**src/hacd_cfg.svh**
```systemverilog
// managed region is HACD_LINES lines starting at HACD_BASE_ADDR
// base address must be aligned to a 16-byte line
`ifndef HACD_CFG_SVH
`define HACD_CFG_SVH

// lines in the zero-tracked region
`define HACD_LINES 64

// word and line geometry
`define HACD_WORD_W 32
`define HACD_LINE_WORDS 4

// byte address of line 0
`define HACD_BASE_ADDR 32'h8000_0000

`endif

```
**src/hacd_data_pkg.sv**
```systemverilog
// widths follow hacd_cfg.svh; address bus fixed at 32 bits
`include "hacd_cfg.svh"

package hacd_data_pkg;

   ////////////////////////////////////////
   // geometry
   ////////////////////////////////////////
   localparam int addr_w = 32;
   localparam int word_w = `HACD_WORD_W;
   localparam int line_words = `HACD_LINE_WORDS;
   localparam int line_w = word_w * line_words;
   localparam int line_bytes = line_w / 8;
   // byte offset bits inside one line
   localparam int ofs_w = $clog2(line_bytes);
   localparam int idx_w = $clog2(`HACD_LINES);

   ////////////////////////////////////////
   // vector types
   ////////////////////////////////////////
   typedef logic [addr_w-1:0] addr_t;
   typedef logic [word_w-1:0] word_t;
   typedef logic [line_w-1:0] line_t;
   typedef logic [idx_w-1:0]  line_idx_t;

endpackage

```
**src/hacd_ctrl_pkg.sv**
```systemverilog
// opcode and FSM encodings shared by decode and execute

package hacd_ctrl_pkg;

   // decoded request class
   typedef enum logic [1:0] {
      op_rd      = 2'd0,
      op_wr_zero = 2'd1,
      op_wr_data = 2'd2,
      op_bad     = 2'd3
   } op_t;

   // execute stage FSM
   typedef enum logic [1:0] {
      st_idle     = 2'd0,
      st_mem_req  = 2'd1,
      st_mem_wait = 2'd2,
      st_done     = 2'd3
   } exec_state_t;

endpackage

```
**src/hacd_if.sv**
```systemverilog
// valid/ready links between pipeline stages; no clock inside
// src holds valid and fields stable until ready
`timescale 1ns/100ps

////////////////////////////////////////
// decode -> execute
////////////////////////////////////////
interface hacd_op_if;
   logic                     valid;
   logic                     ready;
   hacd_ctrl_pkg::op_t       op;
   hacd_data_pkg::line_idx_t idx;
   hacd_data_pkg::addr_t     addr;
   hacd_data_pkg::line_t     data;

   modport src (output valid, op, idx, addr, data, input ready);
   modport snk (input valid, op, idx, addr, data, output ready);
endinterface

////////////////////////////////////////
// execute -> result
////////////////////////////////////////
interface hacd_rsp_if;
   logic                 valid;
   logic                 ready;
   hacd_data_pkg::line_t data;
   logic                 err;
   // write ack, data is don't care
   logic                 write;

   modport src (output valid, data, err, write, input ready);
   modport snk (input valid, data, err, write, output ready);
endinterface

```
**src/hacd_req_decode.sv**
```systemverilog
// one-entry request register; only line aligned addresses are accepted
// anything outside the region or misaligned becomes op_bad
`timescale 1ns/100ps
`include "hacd_cfg.svh"

module hacd_req_decode (
   input  logic                 clk,
   input  logic                 rst_n,
   input  logic                 req_valid,
   output logic                 req_ready,
   input  logic                 req_write,
   input  hacd_data_pkg::addr_t req_addr,
   input  hacd_data_pkg::line_t req_data,
   hacd_op_if.src               op
);
   import hacd_data_pkg::*;
   import hacd_ctrl_pkg::*;

   localparam addr_t region_bytes = addr_t'(`HACD_LINES * line_bytes);

   addr_t offset;
   word_t cur_word;
   logic  all_zero;
   logic  in_range;
   logic  aligned;
   logic  accept;
   op_t   op_d;

   // free slot or slot drains this cycle
   assign req_ready = !op.valid || op.ready;
   assign accept = req_valid && req_ready;

   ////////////////////////////////////////
   // classify
   ////////////////////////////////////////
   // below-base addresses wrap to a large offset
   assign offset = req_addr - addr_t'(`HACD_BASE_ADDR);
   assign in_range = offset < region_bytes;
   assign aligned = req_addr[ofs_w-1:0] == '0;

   always_comb begin
      all_zero = 1'b1;
      cur_word = '0;
      for (int w = 0; w < line_words; w++) begin
         cur_word = req_data[w*word_w +: word_w];
         if (cur_word != '0) begin
            all_zero = 1'b0;
         end
      end
   end

   always_comb begin
      if (!in_range || !aligned) begin
         op_d = op_bad;
      end else if (!req_write) begin
         op_d = op_rd;
      end else if (all_zero) begin
         op_d = op_wr_zero;
      end else begin
         op_d = op_wr_data;
      end
   end

   ////////////////////////////////////////
   // request register
   ////////////////////////////////////////
   always_ff @(posedge clk or negedge rst_n) begin
      if (!rst_n) begin
         op.valid <= 1'b0;
      end else if (accept) begin
         op.valid <= 1'b1;
      end else if (op.ready) begin
         op.valid <= 1'b0;
      end
   end

   always_ff @(posedge clk) begin
      if (accept) begin
         op.op   <= op_d;
         op.idx  <= offset[ofs_w +: idx_w];
         op.addr <= req_addr;
         op.data <= req_data;
      end
   end

   // stalled item must not change under execute
   a_op_hold : assert property (@(posedge clk) disable iff (!rst_n)
      op.valid && !op.ready |=> op.valid && $stable(op.op) && $stable(op.idx)
         && $stable(op.addr) && $stable(op.data));

endmodule

```
**src/hacd_line_exec.sv**
```systemverilog
// zero-line table resets to all ones, so the region starts out reading zero
// one memory transaction at a time; memory must answer in order, no mem_resp ready
`timescale 1ns/100ps
`include "hacd_cfg.svh"

module hacd_line_exec (
   input  logic                 clk,
   input  logic                 rst_n,
   hacd_op_if.snk               op,
   hacd_rsp_if.src              rsp,
   output logic                 mem_req_valid,
   input  logic                 mem_req_ready,
   output logic                 mem_req_write,
   output hacd_data_pkg::addr_t mem_req_addr,
   output hacd_data_pkg::line_t mem_req_data,
   input  logic                 mem_resp_valid,
   input  hacd_data_pkg::line_t mem_resp_data
);
   import hacd_data_pkg::*;
   import hacd_ctrl_pkg::*;

   exec_state_t            state_q;
   exec_state_t            state_d;
   logic [`HACD_LINES-1:0] zero_tbl_q;
   addr_t                  item_addr_q;
   line_t                  item_data_q;
   line_t                  rsp_data_q;
   logic                   rsp_err_q;
   logic                   rsp_write_q;
   logic                   accept;
   logic                   need_mem;

   // next item may enter while the finished one leaves
   assign op.ready = (state_q == st_idle) || (state_q == st_done && rsp.ready);
   assign accept = op.valid && op.ready;

   // nonzero write, or read of a line that holds data
   assign need_mem = (op.op == op_wr_data) || (op.op == op_rd && !zero_tbl_q[op.idx]);

   ////////////////////////////////////////
   // FSM
   ////////////////////////////////////////
   always_comb begin
      state_d = state_q;
      case (state_q)
         st_idle: begin
            if (op.valid) begin
               state_d = need_mem ? st_mem_req : st_done;
            end
         end
         st_mem_req: begin
            if (mem_req_ready) begin
               state_d = st_mem_wait;
            end
         end
         st_mem_wait: begin
            if (mem_resp_valid) begin
               state_d = st_done;
            end
         end
         st_done: begin
            if (rsp.ready) begin
               if (op.valid) begin
                  state_d = need_mem ? st_mem_req : st_done;
               end else begin
                  state_d = st_idle;
               end
            end
         end
         default: state_d = st_idle;
      endcase
   end

   always_ff @(posedge clk or negedge rst_n) begin
      if (!rst_n) begin
         state_q <= st_idle;
      end else begin
         state_q <= state_d;
      end
   end

   // updated on accept so the next item already sees it
   always_ff @(posedge clk or negedge rst_n) begin
      if (!rst_n) begin
         zero_tbl_q <= '1;
      end else if (accept) begin
         if (op.op == op_wr_zero) begin
            zero_tbl_q[op.idx] <= 1'b1;
         end else if (op.op == op_wr_data) begin
            zero_tbl_q[op.idx] <= 1'b0;
         end
      end
   end

   ////////////////////////////////////////
   // item and response payload
   ////////////////////////////////////////
   always_ff @(posedge clk) begin
      if (accept) begin
         item_addr_q <= op.addr;
         item_data_q <= op.data;
         rsp_write_q <= (op.op == op_wr_zero) || (op.op == op_wr_data);
         rsp_err_q   <= op.op == op_bad;
         rsp_data_q  <= '0;
      end else if (state_q == st_mem_wait && mem_resp_valid) begin
         rsp_data_q <= mem_resp_data;
      end
   end

   assign mem_req_valid = state_q == st_mem_req;
   assign mem_req_write = rsp_write_q;
   assign mem_req_addr = item_addr_q;
   assign mem_req_data = item_data_q;

   assign rsp.valid = state_q == st_done;
   assign rsp.data = rsp_data_q;
   assign rsp.err = rsp_err_q;
   assign rsp.write = rsp_write_q;

   // memory answers only the request it was given
   a_mem_resp_wait : assert property (@(posedge clk) disable iff (!rst_n)
      mem_resp_valid |-> state_q == st_mem_wait);

endmodule

```
**src/hacd_resp_result.sv**
```systemverilog
// single response register toward the CPU; write acks return zero data
`timescale 1ns/100ps

module hacd_resp_result (
   input  logic                 clk,
   input  logic                 rst_n,
   hacd_rsp_if.snk              rsp,
   output logic                 cpu_resp_valid,
   input  logic                 cpu_resp_ready,
   output hacd_data_pkg::line_t cpu_resp_data,
   output logic                 cpu_resp_err
);

   logic capture;

   // empty, or the CPU takes the current one now
   assign rsp.ready = !cpu_resp_valid || cpu_resp_ready;
   assign capture = rsp.valid && rsp.ready;

   always_ff @(posedge clk or negedge rst_n) begin
      if (!rst_n) begin
         cpu_resp_valid <= 1'b0;
      end else if (capture) begin
         cpu_resp_valid <= 1'b1;
      end else if (cpu_resp_ready) begin
         cpu_resp_valid <= 1'b0;
      end
   end

   always_ff @(posedge clk) begin
      if (capture) begin
         // memory write acks carry junk data
         cpu_resp_data <= rsp.write ? '0 : rsp.data;
         cpu_resp_err  <= rsp.err;
      end
   end

   ////////////////////////////////////////
   // back-pressure check
   ////////////////////////////////////////
   a_resp_hold : assert property (@(posedge clk) disable iff (!rst_n)
      cpu_resp_valid && !cpu_resp_ready |=> cpu_resp_valid && $stable(cpu_resp_data)
         && $stable(cpu_resp_err));

endmodule

```
**src/hacd_core.sv**
```systemverilog
// three-stage front end: decode, execute, result; one item per stage
// every CPU request gets exactly one response, in order
`timescale 1ns/100ps

module hacd_core (
   input  logic                 clk,
   input  logic                 rst_n,

   // cpu request and response
   input  logic                 cpu_req_valid,
   output logic                 cpu_req_ready,
   input  logic                 cpu_req_write,
   input  hacd_data_pkg::addr_t cpu_req_addr,
   input  hacd_data_pkg::line_t cpu_req_data,
   output logic                 cpu_resp_valid,
   input  logic                 cpu_resp_ready,
   output hacd_data_pkg::line_t cpu_resp_data,
   output logic                 cpu_resp_err,

   // memory controller side
   output logic                 mem_req_valid,
   input  logic                 mem_req_ready,
   output logic                 mem_req_write,
   output hacd_data_pkg::addr_t mem_req_addr,
   output hacd_data_pkg::line_t mem_req_data,
   input  logic                 mem_resp_valid,
   input  hacd_data_pkg::line_t mem_resp_data
);

   hacd_op_if  op_if ();
   hacd_rsp_if rsp_if ();

   hacd_req_decode u_req_decode (
      .clk       (clk),
      .rst_n     (rst_n),
      .req_valid (cpu_req_valid),
      .req_ready (cpu_req_ready),
      .req_write (cpu_req_write),
      .req_addr  (cpu_req_addr),
      .req_data  (cpu_req_data),
      .op        (op_if.src)
   );

   hacd_line_exec u_line_exec (
      .clk            (clk),
      .rst_n          (rst_n),
      .op             (op_if.snk),
      .rsp            (rsp_if.src),
      .mem_req_valid  (mem_req_valid),
      .mem_req_ready  (mem_req_ready),
      .mem_req_write  (mem_req_write),
      .mem_req_addr   (mem_req_addr),
      .mem_req_data   (mem_req_data),
      .mem_resp_valid (mem_resp_valid),
      .mem_resp_data  (mem_resp_data)
   );

   hacd_resp_result u_resp_result (
      .clk            (clk),
      .rst_n          (rst_n),
      .rsp            (rsp_if.snk),
      .cpu_resp_valid (cpu_resp_valid),
      .cpu_resp_ready (cpu_resp_ready),
      .cpu_resp_data  (cpu_resp_data),
      .cpu_resp_err   (cpu_resp_err)
   );

endmodule

```
**config.mk**
```make
export PLATFORM = sky130hd
export DESIGN_NAME = hacd_core
export DESIGN_NICKNAME = d
export VERILOG_FILES = /design/src/hacd_data_pkg.sv /design/src/hacd_ctrl_pkg.sv /design/src/hacd_if.sv /design/src/hacd_req_decode.sv /design/src/hacd_line_exec.sv /design/src/hacd_resp_result.sv /design/src/hacd_core.sv
export VERILOG_INCLUDE_DIRS = /design/src
export SDC_FILE = /design/constraint.sdc
export NUM_CORES = 1
export LEC_CHECK = 0
export CAP_MARGIN = 20
export CORE_MARGIN = 2
export CORE_UTILIZATION = 30
export DETAILED_ROUTE_END_ITERATION = 6
export DONT_BUFFER_PORTS = 1
export GPL_ROUTABILITY_DRIVEN = 0
export SKIP_CTS_REPAIR_TIMING = 1
export SYNTH_ARGS = -nofsm -noshare
export SYNTH_HDL_FRONTEND = slang
export SYNTH_HIERARCHICAL = 1
export SYNTH_SLANG_ARGS = --single-unit
```
**constraint.sdc**
```tcl
create_clock -name clk -period 8.8 [get_ports clk]
set_input_delay 0.44 -clock clk [delete_from_list [all_inputs] [get_ports clk]]
set_output_delay 0.44 -clock clk [all_outputs]
set_load 0.02 [all_outputs]
```
-- Word level (Yosys, flattened, before mapping)
Cells that the tools add are included.
- register bits after elaboration: 655
- word-level logic and storage cells: 84
- add/sub/neg operators: 1
- order comparisons: 3
- equal/unequal tests: 10
- muxes and demuxes: 23
- bitwise logic cells: 3
- reduce and logical (&&, ||, !) cells: 29
- operators by type and width (operator ; number):
    $mux 64 ; 2
    $reduce_bool 32->1 ; 4
    $and 64x64->64 ; 1
    $not 64->64 ; 1
    $or 64x64->64 ; 1
    $lt 32x11->1 const B ; 1
    $sub 32x32->32 const B ; 1
    $mux 2 ; 8
    $mux 1 ; 10
    $eq 2x2->1 const B ; 4
    $pmux 2 s4 ; 1
    $lt 6x7->1 const B ; 1
    $bmux 1 s6 ; 1
    $demux 1 s6 ; 1
    $ge 6x1->1 const B ; 1
    $logic_and 1x1->1 ; 6
    $logic_or 1x1->1 ; 6
    $ne 2x2->1 const B ; 3
    $reduce_bool 2->1 ; 3
    $logic_not 1->1 ; 5
    $eq 2x1->1 const B ; 2
    $logic_not 2->1 ; 2
    $logic_not 4->1 ; 1
    $reduce_and 4->1 ; 1
    other kinds (2) ; 2

-- Logic depth before layout (Yosys ltp)
- word-level depth: 9
- gate-level depth with buffers: 9
- mapped depth without buffers: 7

-- By module
Netlist, hierarchy kept.
- by module, submodules not included (module ; instances ; cells an instance ; area an instance (um2)):
    hacd_line_exec ; 1 ; 1038 ; 12893.6
    hacd_req_decode ; 1 ; 226 ; 5301.3
    hacd_resp_result ; 1 ; 275 ; 4819.6

-- Least setup slack after synthesis
No wires, ideal clock.
- path kind: register to register
- start: reg u_resp_result.cpu_resp_valid
- end: reg u_line_exec.item_addr_q[0] (netlist: u_line_exec/mem_req_addr[0]), enable pin
- library setup time: 590 ps
- arrival time: 5668 ps
- required time: 8210 ps
- path slack: 2541 ps
- stages on the path, launching flop included: 6
- path buffers: 2
- cell sequence: dfrtp_1 nand2b_1 and3_1 o21a_1 buf_4 clkbuf_1
- word-level cells in the longest chain between the ends: 5
- RTL lines (item ; RTL line ; text):
    from (decl) ; hacd_resp_result.sv:8 ; output logic cpu_resp_valid,
    from (signal assigned) ; hacd_resp_result.sv:22 ; cpu_resp_valid <= 1'b0;
    from (signal assigned) ; hacd_resp_result.sv:24 ; cpu_resp_valid <= 1'b1;
    from (signal assigned) ; hacd_resp_result.sv:26 ; cpu_resp_valid <= 1'b0;
    $logic_not 1->1 ; hacd_resp_result.sv:17 ; assign rsp.ready = !cpu_resp_valid || cpu_resp_ready;
    $logic_or 1x1->1 ; hacd_resp_result.sv:17 ;
    named net rsp_if.ready ; hacd_if.sv:25 ; logic ready;
    $logic_and 1x1->1 ; hacd_line_exec.sv:34 ; assign op.ready = (state_q == st_idle) || (state_q == st_done && rsp.ready);
    $logic_or 1x1->1 ; hacd_line_exec.sv:34 ;
    $logic_and 1x1->1 ; hacd_line_exec.sv:35 ; assign accept = op.valid && op.ready;
    named net u_line_exec.accept ; hacd_line_exec.sv:30 ; logic accept;
    to (signal assigned) ; hacd_line_exec.sv:100 ; item_addr_q <= op.addr;
    to (decl) ; hacd_line_exec.sv:25 ; addr_t item_addr_q;
The timed path passes the listed nets, and every way through them passes these cells.
A chain may end at the register's enable or synchronous reset.

-- Final worst setup path
- start: reg u_resp_result.cpu_resp_valid
- end: reg u_req_decode.op.data[73], enable pin
- word-level cells in the longest chain between the ends: 6
- RTL lines (item ; RTL line ; text):
    $logic_not 1->1 ; hacd_resp_result.sv:17 ;
    $logic_or 1x1->1 ; hacd_resp_result.sv:17 ;
    named net rsp_if.ready ; hacd_if.sv:25 ;
    $logic_and 1x1->1 ; hacd_line_exec.sv:34 ;
    $logic_or 1x1->1 ; hacd_line_exec.sv:34 ;
    named net op_if.ready ; hacd_if.sv:10 ; logic ready;
    $logic_or 1x1->1 ; hacd_req_decode.sv:30 ; assign req_ready = !op.valid || op.ready;
    named net cpu_req_ready ; hacd_core.sv:11 ; output logic cpu_req_ready,
    $logic_and 1x1->1 ; hacd_req_decode.sv:31 ; assign accept = req_valid && req_ready;
    named net u_req_decode.accept ; hacd_req_decode.sv:26 ; logic accept;
    to (signal assigned) ; hacd_req_decode.sv:82 ; op.data <= req_data;
    to (decl) ; hacd_if.sv:16 ; modport src (output valid, op, idx, addr, data, input ready);
The timed path passes the listed nets, and every way through them passes these cells.

==> results.ini <==
[grt]
grt_pass1_wl_um=80700
grt_usage_pct=13.7
antenna_found_initial=4
grt_max_degree=90
first_global_vias=12000
overflow=0

[yosys]
seq_area_frac_synth_pct=78.0
synth_edf_count=453
synthesis.nets=1838
synthArstFlopShare_pct=10.5
netlist_area_mm2=0.0230
syn_avg_cell_area_um2=15.0
ys_ff_latch=649
synth_ff_type=edfxtp_1
synth_cell_type_count=49
yosysWarnings=6
synthCells=1539

[critical_path]
timing.rr.end=u_req_decode/op.data[73]
cp-startpoint=u_resp_result/cpu_resp_valid
required_ps=9040
cp-endpoint=u_req_decode/op.data[73]
cp-start-kind=register
cp_data_arrival_time_ps=3820
crit_type=reg2reg
reg2regPathDepth=6
regToRegSetupSlack_ps=5220
crit_fanout=75
reg2reg_from=u_resp_result/cpu_resp_valid
critPathCaptureType=register

[clock_tree]
clk_pin_slew_ps=60
cts_made_buffers=71
clock_latency_ps=620
max-clock-path-buffers=3
cts_root_buffer=clkbuf_16
cts_max_level=3
cts.sinks=649
tritoncts=built

[die]
dieArea_mm2=0.0789
pin_count=588
row_count=101
die_h_um=281
die_width_um=281
fp.coreArea_mm2=0.0759
initial_core_util_pct=30.3

[final_layout]
fill_cells=6875
regArea_mm2=0.0179
final_cell_mix=edfxtp_1 (453), dlygate4sd3_1 (284), nand2_1 (273), nor2b_1 (132), a21oi_1 (130)
area_delta_synth_final_pct=27.2
multi_input_area_mm2=0.00467
final_common_cell=edfxtp_1
nets=2128
layout-drive-gt1-share_pct=14.2
design_area_mm2=0.0293

[place]
dpl.hpwl_um=38900
place_area_mm2=0.0240
port-buffer-count=0

[timing]
max_slew_margin_pct=26.5
fin_crit_sh_pct=40.7
fin_crit_ps=3580
hold_violations=0
drv_slew=0
fmax_mhz=279
setup_viol=0
fin_skew_ps=35.4
final.setup.tns_ps=0
rsz0062_at_grt=false
worstMarginPinSlew_ps=1090

[flow_run]
drv_cap=0

[drt]
first_pass_iters=5
wl_per_cell_um=20.9
antenna_left=0
drc=0
routed_wl_um=61100
vias_per_cell=4.66
drt_iter0_drc=1063
dr_total_vias=13600

[worst_hold_path]
min_path_type=in2reg

[power]
p_leak_nw=10.1
max-vdd-ir-drop_v=0.000200
power.density_mw_per_mm2=360

[run_status]
outcome=complete, no violations

metal layers:
metal	global-route usage (%)	up-vias	part of all wire, %
met5	0	-	0.080
met4	4.90	2	2.9
met3	3.97	136	7.6
met1	16.6	6753	39
li1	-	6084	-
met2	23.3	633	50
power breakdown:
part / internal, mW / switching [mW]
combinational: 0.449 / 1.10
sequential: 4.75 / 1.27
clock: 1.70 / 1.25
Yosys cell counts, types with 2 or more instances:
| master | count | share of area, % |
|---|---|---|
| a21o_1 | 2 | 0.065 |
| a21oi_1 | 130 | 2.8 |
| a221oi_1 | 3 | 0.11 |
| a31oi_1 | 3 | 0.082 |
| and2_1 | 4 | 0.11 |
| and3_1 | 3 | 0.082 |
| and3b_1 | 2 | 0.076 |
| buf_1 | 3 | 0.049 |
| buf_2 | 14 | 0.30 |
| buf_4 | 19 | 0.62 |
| clkbuf_1 | 43 | 0.70 |
| dfrtp_1 | 4 | 0.43 |
| dfstp_2 | 64 | 7.3 |
| dfxtp_1 | 128 | 11 |
| edfxtp_1 | 453 | 59 |
| ha_1 | 4 | 0.22 |
| inv_1 | 5 | 0.082 |
| mux2_2 | 68 | 3.3 |
| mux2i_1 | 6 | 0.26 |
| mux4_1 | 3 | 0.34 |
| mux4_2 | 7 | 0.69 |
| nand2_1 | 273 | 4.5 |
| nand2b_1 | 8 | 0.22 |
| nand3_1 | 6 | 0.13 |
| nand3b_1 | 2 | 0.065 |
| nand4_1 | 14 | 0.38 |
| nand4b_2 | 3 | 0.20 |
| nor2_1 | 70 | 1.1 |
| nor2b_1 | 132 | 3.6 |
| nor4_1 | 38 | 1.0 |
| o211ai_1 | 3 | 0.098 |
| o21a_1 | 2 | 0.065 |
| o21ai_0 | 3 | 0.065 |
| or2_2 | 2 | 0.054 |
critical path, cell delays in order, from the launching register on:
cell	delay [ps]
dfrtp_1	460
nand2b_1	240
and3_1	260
or2_2	130
nand2b_1	380
and2_4	700
buf_4	850
through the flow:
step | utilization [%] | std cells | hold slack, ps | setup slack, ps | power, mW
2_1_floorplan | - | 1539 | 144 | 2540 | 7.03
5_1_grt | 38.5 | 2917 | 2.01 | 5010 | 11.0
3_5_place_dp | 31.6 | 2501 | 156 | 5220 | 7.54
4_1_cts | 34.7 | 2630 | -527 | 5180 | 10.5
3_3_place_gp | 31.6 | 2501 | 156 | 5260 | 7.47
6_report | 38.5 | 2919 | 9.85 | 5220 | 10.5
state kept, by name (all words and copies together), names as in the netlist, 2 cells and up, named ones only:
name	cells
u_line_exec/rsp.data	128
u_resp_result/cpu_resp_data	128
u_req_decode/op.idx	5
u_line_exec/mem_req_data	128
u_req_decode/op.data	128
u_line_exec/mem_req_addr	32
u_req_decode/op.op	2
u_line_exec/state_q	2
u_req_decode/op.addr	27
how the worst min path moves through the flow:
| stage | from | endpoint | slack [ps] | cells after the start |
|---|---|---|---|---|
| global route | mem_resp_data[44] | u_line_exec/rsp.data[44] | 2 | 2 |
| detailed placement | rst_n | u_line_exec/state_q[1] | 160 | 0 |
| floorplan | rst_n | u_line_exec/state_q[0] | 140 | 0 |
| global placement | rst_n | u_line_exec/state_q[1] | 160 | 0 |
| CTS | rst_n | u_line_exec/state_q[1] | -530 | 0 |
| finish | mem_resp_data[41] | u_line_exec/rsp.data[41] | 10 | 2 |
cell families after synthesis:
logic type               after synthesis  share of synthesized area, %
flip-flops                           649                          78.0
multiplexers                          84                          4.62
AND/OR/NAND/NOR                      562                          11.7
adder cells (fa/ha/maj)                4                         0.217
buffers and inverters                 86                          1.83
AO/OA/AOI/OAI                        154                          3.63
area by class of cell:
type                            instances  area share, %
Clock inverter                         32           1.42
Antenna cell                            4         0.0342
Clock buffer                           97           6.65
Multi-Input combinational cell        804           16.0
Timing Repair Buffer                  298           10.1
Tap cell                             1030           4.40
Sequential cell                       649           61.3
Inverter                                5         0.0641
(Power assumes the default switching activity.)
